--- src/source/tlb_pkg.sv ---
//****************************************
// TLB shared types, page-size codes,
// age constants and geometry
//****************************************
package tlb_pkg;

	// Named vector widths
	typedef logic [31:0] vaddr_t;	// Virtual address
	typedef logic [13:0] asid_t;	// Address-space id
	typedef logic [16:0] tag_t;	// Stored virtual tag
	typedef logic [1:0] index_t;	// Set number
	typedef logic [1:0] way_t;	// Way number
	typedef logic [2:0] ps_t;	// Page-size code
	typedef logic [19:0] ppn_t;	// Physical page number
	typedef logic [11:0] flags_t;	// Flags of one page
	typedef logic [1:0] age_t;	// Way age where 0 means empty

	// Second-level page sizes
	// Code k selects a page of 4K << k
	localparam ps_t PS_4K = 3'd0;
	localparam ps_t PS_8K = 3'd1;
	localparam ps_t PS_16K = 3'd2;
	localparam ps_t PS_32K = 3'd3;
	localparam ps_t PS_64K = 3'd4;

	// Ages
	localparam age_t AGE_EMPTY = 2'd0;
	localparam age_t AGE_NEWEST = 2'd3;

	// Set count is tied to the two index bits
	localparam int SETS = 4;
	localparam int DEF_WAYS = 4;

endpackage

--- src/source/tlb_if.sv ---
//****************************************
// Lookup and fill interfaces
//****************************************

// Read lookup whose address-space id comes straight from the read port
interface tlb_lookup_if (input tlb_pkg::asid_t asid);

	tlb_pkg::index_t index;
	tlb_pkg::tag_t tag;
	logic hit;
	tlb_pkg::way_t hit_way;	// Valid only with hit

	modport requester (
		input index,
		input hit,
		input hit_way
	);

	modport responder (
		input index,
		input tag,
		input asid,
		output hit,
		output hit_way
	);

endinterface

// Line fill where the age table picks the way
interface tlb_fill_if (input tlb_pkg::asid_t asid);

	logic en;
	tlb_pkg::index_t index;
	tlb_pkg::way_t way;
	tlb_pkg::tag_t tag;

	modport filler (
		input en,
		input index,
		output way
	);

	modport store (
		input en,
		input index,
		input way,
		input tag,
		input asid
	);

endinterface

--- src/source/tlb_addr_split.sv ---
//****************************************
// Virtual address slicing into index,
// tag and line select per page size
//****************************************
module tlb_addr_split (
	input tlb_pkg::vaddr_t addr,
	input tlb_pkg::ps_t ps,
	output tlb_pkg::index_t index,
	output tlb_pkg::tag_t tag,
	output logic line
);

	tlb_pkg::vaddr_t shifted;

	// Shifting by the size code lines every page size up with 4K
	always_comb begin
		case (ps)
			tlb_pkg::PS_4K,
			tlb_pkg::PS_8K,
			tlb_pkg::PS_16K,
			tlb_pkg::PS_32K,
			tlb_pkg::PS_64K: begin
				shifted = addr >> ps;
			end
			default: begin
				shifted = '0;	// Unknown size
			end
		endcase
	end

	// Upper bits shift in as zero, so the tag comes out zero-extended
	assign index = shifted[14:13];
	assign tag = shifted[31:15];
	assign line = shifted[12];	// Which half of the page pair

endmodule

--- src/source/tlb_ctrl.sv ---
//****************************************
// Request-valid register, stall lock and
// fill / aging priority
//****************************************
module tlb_ctrl (
	input logic iCLOCK,
	input logic inRESET,
	input logic flush,
	input logic rd_req,
	input logic rd_stall,
	input logic wr_req,
	output logic fill_en,
	output logic age_en,
	output logic hold,
	output logic rd_valid
);

	logic req_valid;

	// Loaded only while the downstream side accepts
	always_ff @(posedge iCLOCK or negedge inRESET) begin
		if (!inRESET) begin
			req_valid <= 1'b0;
		end else if (flush) begin
			req_valid <= 1'b0;
		end else if (!rd_stall) begin
			req_valid <= rd_req;
		end
	end

	// Flush beats fill, fill beats aging
	assign fill_en = wr_req && !flush;

	// Accepted read that does not collide with a fill
	assign age_en = rd_req && !rd_stall && !wr_req && !flush;

	assign hold = rd_stall;	// Freeze the read registers

	assign rd_valid = req_valid && !rd_stall;

endmodule

--- src/source/tlb_tag_array.sv ---
//****************************************
// Tag and address-space storage with
// per-way hit compare
//****************************************
module tlb_tag_array #(
	parameter int WAYS = 4
) (
	input logic iCLOCK,
	tlb_fill_if.store fill,
	tlb_lookup_if.responder lookup,
	input logic [WAYS-1:0] valid_ways
);

	tlb_pkg::tag_t tags [tlb_pkg::SETS][WAYS];
	tlb_pkg::asid_t asids [tlb_pkg::SETS][WAYS];

	// Fill writes one way of one set
	always_ff @(posedge iCLOCK) begin
		if (fill.en) begin
			tags[fill.index][fill.way] <= fill.tag;
			asids[fill.index][fill.way] <= fill.asid;
		end
	end

	// Hit compare against the read set
	// Scanning downwards lets the lowest matching way win
	always_comb begin
		lookup.hit = 1'b0;
		lookup.hit_way = '0;
		for (int w = WAYS - 1; w >= 0; w--) begin
			if (valid_ways[w]
					&& tags[lookup.index][w] == lookup.tag
					&& asids[lookup.index][w] == lookup.asid) begin
				lookup.hit = 1'b1;
				lookup.hit_way = tlb_pkg::way_t'(w);
			end
		end
	end

endmodule

--- src/source/tlb_age_table.sv ---
//****************************************
// Way ages, fill-way search and aging
//****************************************
module tlb_age_table #(
	parameter int WAYS = 4
) (
	input logic iCLOCK,
	input logic inRESET,
	input logic flush,
	input logic age_en,
	tlb_lookup_if.requester lookup,
	tlb_fill_if.filler fill,
	output logic [WAYS-1:0] valid_ways
);

	tlb_pkg::age_t ages [tlb_pkg::SETS][WAYS];

	// Fill way for the write set
	// Oldest age first, lowest way within an age, else the last way
	always_comb begin
		logic found;
		found = 1'b0;
		fill.way = tlb_pkg::way_t'(WAYS - 1);
		for (int a = 0; a < 3; a++) begin
			for (int w = 0; w < WAYS; w++) begin
				if (!found && ages[fill.index][w] == tlb_pkg::age_t'(a)) begin
					fill.way = tlb_pkg::way_t'(w);
					found = 1'b1;
				end
			end
		end
	end

	always_ff @(posedge iCLOCK or negedge inRESET) begin
		if (!inRESET) begin
			for (int s = 0; s < tlb_pkg::SETS; s++) begin
				for (int w = 0; w < WAYS; w++) begin
					ages[s][w] <= tlb_pkg::AGE_EMPTY;
				end
			end
		end else if (flush) begin
			for (int s = 0; s < tlb_pkg::SETS; s++) begin
				for (int w = 0; w < WAYS; w++) begin
					ages[s][w] <= tlb_pkg::AGE_EMPTY;
				end
			end
		end else if (fill.en) begin
			ages[fill.index][fill.way] <= tlb_pkg::AGE_NEWEST;
		end else if (age_en) begin
			// Refresh the hit way, every other way in every set decays
			for (int s = 0; s < tlb_pkg::SETS; s++) begin
				for (int w = 0; w < WAYS; w++) begin
					if (lookup.hit && lookup.index == tlb_pkg::index_t'(s)
							&& lookup.hit_way == tlb_pkg::way_t'(w)) begin
						ages[s][w] <= tlb_pkg::AGE_NEWEST;
					end else if (ages[s][w] >= tlb_pkg::age_t'(2)) begin
						ages[s][w] <= ages[s][w] - tlb_pkg::age_t'(1);	// Never below 1
					end
				end
			end
		end
	end

	// Occupied ways of the read set
	always_comb begin
		for (int w = 0; w < WAYS; w++) begin
			valid_ways[w] = ages[lookup.index][w] != tlb_pkg::AGE_EMPTY;
		end
	end

endmodule

--- src/source/tlb_data_array.sv ---
//****************************************
// Physical page pairs and flags with
// registered read and output select
//****************************************
module tlb_data_array #(
	parameter int WAYS = 4
) (
	input logic iCLOCK,
	input logic inRESET,
	tlb_fill_if.store fill,
	input tlb_pkg::ps_t wr_ps,
	input logic [63:0] wr_phys_addr,
	tlb_lookup_if.requester lookup,
	input logic rd_line,
	input logic hold,
	input logic rd_valid,
	output logic rd_hit,
	output tlb_pkg::flags_t [1:0] rd_flags,
	output logic [31:0] rd_phys_addr
);

	tlb_pkg::ppn_t pages [tlb_pkg::SETS][WAYS][2];
	tlb_pkg::flags_t [1:0] flags [tlb_pkg::SETS][WAYS];

	logic b_hit;
	tlb_pkg::way_t b_way;
	tlb_pkg::index_t b_index;
	logic b_line;
	logic sel;

	// Drop the page-offset bits that lie above 4K
	function automatic tlb_pkg::ppn_t clear_low(input tlb_pkg::ppn_t ppn,
			input tlb_pkg::ps_t k);
		return (ppn >> k) << k;
	endfunction

	// Lower half of the write data is line 0, upper half line 1
	always_ff @(posedge iCLOCK) begin
		if (fill.en) begin
			pages[fill.index][fill.way][0] <= clear_low(wr_phys_addr[31:12], wr_ps);
			pages[fill.index][fill.way][1] <= clear_low(wr_phys_addr[63:44], wr_ps);
			flags[fill.index][fill.way] <= {wr_phys_addr[43:32], wr_phys_addr[11:0]};
		end
	end

	// Lookup result frozen under back-pressure
	always_ff @(posedge iCLOCK or negedge inRESET) begin
		if (!inRESET) begin
			b_hit <= 1'b0;
			b_way <= '0;
			b_index <= '0;
			b_line <= 1'b0;
		end else if (!hold) begin
			b_hit <= lookup.hit;
			b_way <= lookup.hit_way;
			b_index <= lookup.index;
			b_line <= rd_line;
		end
	end

	assign sel = rd_valid && b_hit;

	assign rd_hit = sel;
	assign rd_flags = sel ? flags[b_index][b_way] : '0;
	assign rd_phys_addr = sel ? {pages[b_index][b_way][b_line], 12'h000} : 32'h0;

endmodule

--- src/source/tlb_top.sv ---
//****************************************
// TLB top level, four sets, page pairs
//****************************************
module tlb_top #(
	parameter int WAYS = tlb_pkg::DEF_WAYS
) (
	input logic iCLOCK,
	input logic inRESET,
	input logic flush,	// Empties every way
	// Read
	input logic rd_req,
	output logic rd_busy,
	input tlb_pkg::asid_t rd_asid,
	input tlb_pkg::ps_t rd_ps,
	input tlb_pkg::vaddr_t rd_addr,
	output logic rd_valid,
	input logic rd_stall,
	output logic rd_hit,
	output tlb_pkg::flags_t [1:0] rd_flags,
	output logic [31:0] rd_phys_addr,
	// Write
	input logic wr_req,
	input tlb_pkg::asid_t wr_asid,
	input tlb_pkg::ps_t wr_ps,
	input tlb_pkg::vaddr_t wr_addr,
	input logic [63:0] wr_phys_addr
);

	logic age_en;
	logic rd_line;
	logic [WAYS-1:0] valid_ways;

	tlb_lookup_if lookup_bus (.asid(rd_asid));
	tlb_fill_if fill_bus (.asid(wr_asid));

	// The stall lock doubles as the busy output
	tlb_ctrl ctrl_i (
		.iCLOCK(iCLOCK),
		.inRESET(inRESET),
		.flush(flush),
		.rd_req(rd_req),
		.rd_stall(rd_stall),
		.wr_req(wr_req),
		.fill_en(fill_bus.en),
		.age_en(age_en),
		.hold(rd_busy),
		.rd_valid(rd_valid)
	);

	tlb_addr_split rd_split_i (
		.addr(rd_addr),
		.ps(rd_ps),
		.index(lookup_bus.index),
		.tag(lookup_bus.tag),
		.line(rd_line)
	);

	tlb_addr_split wr_split_i (
		.addr(wr_addr),
		.ps(wr_ps),
		.index(fill_bus.index),
		.tag(fill_bus.tag),
		.line()	// A fill writes both halves
	);

	tlb_tag_array #(.WAYS(WAYS)) tag_array_i (
		.iCLOCK(iCLOCK),
		.fill(fill_bus.store),
		.lookup(lookup_bus.responder),
		.valid_ways(valid_ways)
	);

	tlb_age_table #(.WAYS(WAYS)) age_table_i (
		.iCLOCK(iCLOCK),
		.inRESET(inRESET),
		.flush(flush),
		.age_en(age_en),
		.lookup(lookup_bus.requester),
		.fill(fill_bus.filler),
		.valid_ways(valid_ways)
	);

	tlb_data_array #(.WAYS(WAYS)) data_array_i (
		.iCLOCK(iCLOCK),
		.inRESET(inRESET),
		.fill(fill_bus.store),
		.wr_ps(wr_ps),
		.wr_phys_addr(wr_phys_addr),
		.lookup(lookup_bus.requester),
		.rd_line(rd_line),
		.hold(rd_busy),
		.rd_valid(rd_valid),
		.rd_hit(rd_hit),
		.rd_flags(rd_flags),
		.rd_phys_addr(rd_phys_addr)
	);

endmodule

--- config.mk ---
export PLATFORM = sky130hd
export DESIGN_NAME = tlb_top
export DESIGN_NICKNAME = d
export VERILOG_FILES = /design/src/source/tlb_pkg.sv /design/src/source/tlb_if.sv /design/src/source/tlb_addr_split.sv /design/src/source/tlb_ctrl.sv /design/src/source/tlb_tag_array.sv /design/src/source/tlb_age_table.sv /design/src/source/tlb_data_array.sv /design/src/source/tlb_top.sv
export SDC_FILE = /design/constraint.sdc
export NUM_CORES = 2
export LEC_CHECK = 0
export ABC_CLOCK_PERIOD_IN_PS = 16400
export BUFFER_PORTS_ARGS = -buffer_cell sky130_fd_sc_hd__buf_2
export CAP_MARGIN = 5
export CORE_MARGIN = 2
export CORE_UTILIZATION = 40
export CTS_BUF_LIST = sky130_fd_sc_hd__clkbuf_4
export DETAILED_ROUTE_END_ITERATION = 12
export PLACE_DENSITY = 0.52
export SLEW_MARGIN = 20
export SYNTH_ARGS = -nofsm -noshare
export SYNTH_HDL_FRONTEND = slang
export SYNTH_SLANG_ARGS = --single-unit
export TNS_END_PERCENT = 5
--- constraint.sdc ---
create_clock -name iCLOCK -period 16.4 [get_ports iCLOCK]
set_clock_uncertainty 0.15 [all_clocks]
set_input_delay 2.46 -clock iCLOCK [delete_from_list [all_inputs] [get_ports iCLOCK]]
set_output_delay 2.46 -clock iCLOCK [all_outputs]
set_load 0.01 [all_outputs]
; Word-level counts from Yosys, hierarchy flattened
; Memories as Yosys holds them, arrays and structs flattened.
; Cells that the tools add are included.
; W data, S select, Z words.
[totals]
ram_bits = 1520
ff_bits = 39
n_memories = 4
[memory_table]
columns = name, words, word_bits, rd, rd_ports_with_merged_regs, write_ports, line_no
row1 = data_array_i.pages, 4, 160, 1, 0, 1, tlb_data_array.sv:22  ; tlb_pkg::ppn_t pages [tlb_pkg::SETS][WAYS][2];
row2 = data_array_i.flags, 4, 96, 1, 0, 1, tlb_data_array.sv:23  ; tlb_pkg::flags_t [1:0] flags [tlb_pkg::SETS][WAYS];
row3 = tag_array_i.tags, 4, 68, 1, 0, 1, tlb_tag_array.sv:14  ; tlb_pkg::tag_t tags [tlb_pkg::SETS][WAYS];
row4 = tag_array_i.asids, 4, 56, 1, 0, 1, tlb_tag_array.sv:15  ; tlb_pkg::asid_t asids [tlb_pkg::SETS][WAYS];
[classes]
n_reduce_logical = 108
shift = 6
muxes = 267
addsub = 16
n_lt_le_gt_ge = 23
bitwise_logic = 166
eq_ne = 31
[op_table]
columns = op, n
row1 = $mux W160, 2
row2 = $mux W32, 6
row3 = $mux W1, 178
row4 = $demux W40 S2, 2
row5 = $or A1 B1 Y1, 160
row6 = $mux W40, 3
row7 = $mux W2, 49
row8 = $mux W24, 4
row9 = $mux W96, 1
row10 = $bmux W40 S2, 1
row11 = $mux W20, 4
row12 = $eq A17 B17 Y1, 4
row13 = $mux W68, 1
row14 = $reduce_bool A4 Y1, 16
row15 = $shr A32 B3 Y32, 2
row16 = $eq A14 B14 Y1, 4
row17 = $mux W56, 1
row18 = $bmux W24 S2, 1
row19 = $demux W24 S2, 1
row20 = $logic_and A1 B1 Y1, 47
row21 = $mux W8, 5
row22 = $shl A20 B3 Y20, 2
row23 = $shr A20 B3 Y20, 2
row24 = $demux W17 S2, 1
row25 = 26 further kinds, 120

; Longest topological paths before layout
[logic_depth]
depth_word = 52
ltp_mapped = 18

; Cells and area by module
; A second synthesis with hierarchy kept.
[unflattened]
cells_unflattened = 3436
hier_area_um2 = 65356.4
[by_module_without_submodules]
columns = mod, area_each_um2, cells_per_inst, n_inst
row1 = tlb_data_array, 40491.3, 1877, 1
row2 = tlb_tag_array, 20068.0, 974, 1
row3 = tlb_age_table, 3039.2, 367, 1
row4 = tlb_addr_split, 837.1, 105, 2
row5 = tlb_ctrl, 83.8, 8, 1

; Worst setup path after synthesis
; No wires, ideal clock.
[synth_timing]
path_kind = input port to flip-flop
start = in wr_ps[0]
end = mem data_array_i.flags[2][72] (netlist name), enable pin
setup_slack_ps = 1649
setup_ps = 785
required_time_ps = 15465
arrival_time_ps = 13816
n_path_buf = 3
cell_stages = 10
cell_sequence = clkbuf_1 -> mux2_2 -> a22oi_1 -> clkbuf_1 -> nand3_1 -> a32o_1 -> a21oi_1 -> a2bb2oi_1 -> clkbuf_1 -> nor4_1
[synth_between]
elab_chain_len = 48
word_cells_on_any_way = 76
cone_classes = order compare (2) / eq/ne (12) / shift (1) / mux (30) / bitwise (2) / reduce/logical (29)
[synth_lines]
columns = item, line_no
row1 = from (decl), tlb_top.sv:24  ; input tlb_pkg::ps_t wr_ps,
row2 = $eq A3 B1 Y1 (tied with other cells), tlb_addr_split.sv:17  ; case (ps)
row3 = $reduce_or A5 Y1, tlb_addr_split.sv:17
row4 = $mux W32 *, tlb_addr_split.sv:17
row5 = $not A2 Y3 (not written as such), tlb_age_table.sv:26  ; if (!found && ages[fill.index][w] == tlb_pkg::age_t'(a)) begin
row6 = $bmux W8 S2, tlb_age_table.sv:26
row7 = $mux W8 (not written as such) (2 in a row), tlb_age_table.sv:26
row8 = $logic_not A2 Y1, tlb_age_table.sv:26
row9 = $mux W1, tlb_age_table.sv:26
row10 = (+31 left out), n/a
row11 = $logic_and A1 B1 Y1, tlb_age_table.sv:26
row12 = $mux W2, tlb_age_table.sv:26
row13 = $not A2 Y3 (not written as such), tlb_data_array.sv:42  ; flags[fill.index][fill.way] <= {wr_phys_addr[43:32], wr_phys_addr[11:0]};
row14 = $ge A3 B3 Y1 (not written as such) or $lt A3 B1 Y1 (tied branches), tlb_data_array.sv:42
row15 = $logic_and A1 B1 Y1 (not written as such), tlb_data_array.sv:42
row16 = $mux W24 (not written as such), tlb_data_array.sv:42
row17 = $demux W24 S2, tlb_data_array.sv:42
row18 = $mux W96 (not written as such), tlb_data_array.sv:42
row19 = to (decl), tlb_data_array.sv:23
; Every way passes the cells marked *; elsewhere a longest branch is shown, timed or not. The select of a mux whose other input is x is not followed.

; Worst setup path after layout
[layout_timing]
start = in wr_ps[1]
end = mem data_array_i.flags[3][3] (netlist name), enable pin
; The elaborated chain is that of the path after synthesis.

==> results.yml <==
route:
  wl_per_cell_um: 31.02
  dr.pass1.iters: 8
  postRouteAntennaNets: 0
  vias_per_cell: 5.968
  wl_um: 206700
  vias: 39770
  route.detailed.drc: 0
  drtIter0Drc: 4146
global_route:
  grt_pass1_wl_um: 292000
  grt_max_degree: 159
  antenna_found_initial: 25
  first_global_vias: 39690
  gr-usage-all-layers: 0.2434
  grt_overflow: 0
die:
  pin_count: 227
  initial_core_util: 0.4011
  core_um2: 164400
  die_area_um2: 168100
  die_x_um: 410.1
  dieHeight_um: 410.1
  rows: 149
clock_network:
  clockBufferDepth: 4
  cts_hold_buf: 0
  cts_setup_buffers: 0
  numClockSinks: 1559
  cts-resized-gates: 0
  cts-root-buf: "clkbuf_4"
  cts_tree: "yes"
  h-tree-depth: 5
  clock_latency_ns: 1.36
  cts-buffers-inserted: 419
  cts.clk_slew.worst_paths_ns: 0.06
power_and_ir_drop:
  powerDensity_nw_per_um2: 119.1
  leakage_nw: 24.57
  max-vdd-ir-drop_mv: 0.07130
  finalPower_mw: 8.903
sta:
  setup_viol: 0
  period_needed_ns: 8.373
  finalHoldViolations: 0
  setup-tns-final_ns: 0
  maxSlewHeadroom: 0.1992
  fmax_mhz: 119.4
  period_share: 0.5105
  final_max_slew_viol_count: 0
  rsz0062_at_grt: "no"
  worstMarginPinSlew_ns: 1.201
setup_path:
  r2r_start: "age_table_i.ages[3]"
  crit_path_start_kind: "primary input"
  r2r_cells: 12
  cp-end-kind: "register"
  r2r-end: "data_array_i.flags[3][3]"
  crit_fanout: 43
  crit_required_ns: 17.09
  ff2ff_setup_slack_ns: 10.02
  arrival_ns: 9.06
  criticalPathCategory: "in2reg"
synthesis:
  synth.area.top_cells: "edfxtp_1, mux4_2, mux2i_1"
  synth_top_area_frac: 0.6921
  yosys_register_bits: 1559
  ys_seq_area_frac: 0.7069
  netlist_area_um2: 65950
  yosysWarningCount: 0
  async_reset_ff_frac: 0.02502
  syn_area_per_cell_um2: 17.82
  synth_cell_types: 81
  yosys.area.top_type: "edfxtp_1"
  postSynthCellCount: 3702
  synth_edf_count: 1520
  ys.flop_type: "edfxtp_1"
worst_hold_path:
  whs_path_depth: 2
  hp-start: "ctrl_i.req_valid"
  hold_class: "reg2reg"
  whs_endpoint: "ctrl_i.req_valid"
layout:
  layout-drive-gt1-share: 0.3119
  final_cell_mix: "edfxtp_1, clkbuf_4, mux4_2"
  layout_commonest_cell: "edfxtp_1"
  area_growth_pct: 13.38
  nets: 4363
status:
  outcome: "finished, final reports clean"
place:
  place_congestion: 0.9397
  numPortBuffers: 189
  place_hpwl_um: 117300
flow_run:
  drv_cap: 0
==> cells in the mapped netlist, drive strengths merged, types with 39 or more instances <==
library cell and n:
nand2 139, edfxtp 1520, clkbuf 155, mux4 328, inv 73, dfrtp 39
a22oi 57, o21ai 88, a21oi 82, buf 97, nor3 41, mux2i 165
mux2 104, nor2 133, nand3 68, o22ai 54
==> worst max path at each step <==
| stage | from | endpoint | slack (ns) | cells after the start |
|---|---|---|---|---|
| 6_report | wr_ps[1] | data_array_i.flags[3][3] | 8.03 | 15 |
| 5_1_grt | wr_ps[1] | data_array_i.flags[3][3] | 7.79 | 15 |
| 4_1_cts | wr_ps[1] | data_array_i.flags[3][3] | 7.74 | 15 |
| 3_5_place_dp | wr_ps[1] | data_array_i.flags[3][11] | 6.35 | 15 |
| 3_3_place_gp | wr_ps[1] | data_array_i.flags[3][11] | 6.40 | 15 |
| 2_1_floorplan | wr_ps[0] | data_array_i.flags[2][72] | 1.65 | 10 |
==> worst max-delay path, cell delays in order <==
cell	delay, ns
buf_2	0.08
buf_4	0.43
nor2b_1	0.67
a22o_1	0.38
nor2_1	0.06
buf_4	0.19
a311oi_1	0.38
o31a_1	0.21
a2bb2oi_2	0.52
nand3_1	0.32
nor2_1	0.50
nand2_1	0.31
nor2_4	0.71
buf_4	0.82
buf_4	0.84
==> cells by family (layout without fill, tap and decap cells) <==
kind of cell	count (synthesis)	in the layout	share of synthesized area
XOR/XNOR	36	36	0.004781
other	1	27	0.00005686
multiplexers	597	597	0.1548
adder cells (fa/ha/maj)	16	16	0.003035
buffers and inverters	326	1073	0.02045
flip-flops	1559	1559	0.7069
AND/OR/NAND/NOR	535	535	0.03975
AO/OA/AOI/OAI	632	632	0.07025
==> layout make-up <==
cell class                      instances  area [µm²]
Fill cell                           14460       89650
Sequential cell                      1559       46640
Multi-Input combinational cell       1828       18220
Clock buffer                          619        4647
Tap cell                             2189        2739
Timing Repair Buffer                  297        1829
Clock inverter                         83       382.9
Inverter                               74       287.8
Antenna cell                           15       37.54
==> registers in the layout, indices dropped and copies added, names as in the netlist <==
register / flops
age_table_i.ages: 32
ctrl_i.req_valid: 1
data_array_i.b_hit: 1
data_array_i.b_index: 2
data_array_i.b_line: 1
data_array_i.b_way: 2
data_array_i.flags: 384
data_array_i.pages: 640
tag_array_i.asids: 224
tag_array_i.tags: 272
==> layer usage <==
metal | GRT usage | wire length (µm) | vias up
li1 | - | - | 16560
met1 | 0.3351 | 86530 | 20810
met2 | 0.3816 | 97320 | 1933
met3 | 0.04923 | 15650 | 455
met4 | 0.09388 | 7068 | 20
met5 | 0 | 126 | -
==> metrics by stage <==
stage            util  area [µm²]  hold WS (ns)  std cells  worst slack [ns]
2_1_floorplan       -       65990        0.3244       3713             1.649
3_3_place_gp   0.4237       69680        0.3547       5946             6.402
3_5_place_dp   0.4237       69680        0.3628       5946             6.350
4_1_cts        0.4543       74710        0.3757       6648             7.738
5_1_grt        0.4547       74770        0.4243       6660             7.792
6_report       0.4548       74780        0.3687       6664             8.027
==> power by group <==
| part | total [mW] | internal [mW] | switching (mW) | leakage, nW |
|---|---|---|---|---|
| logic | 1.08 | 0.398 | 0.685 | 7.29 |
| clock network | 3.30 | 1.74 | 1.57 | 3.04 |
| registers | 4.52 | 4.47 | 0.0426 | 14.2 |
| total | 8.90 | 6.61 | 2.30 | 24.6 |
(Power assumes the default switching activity.)
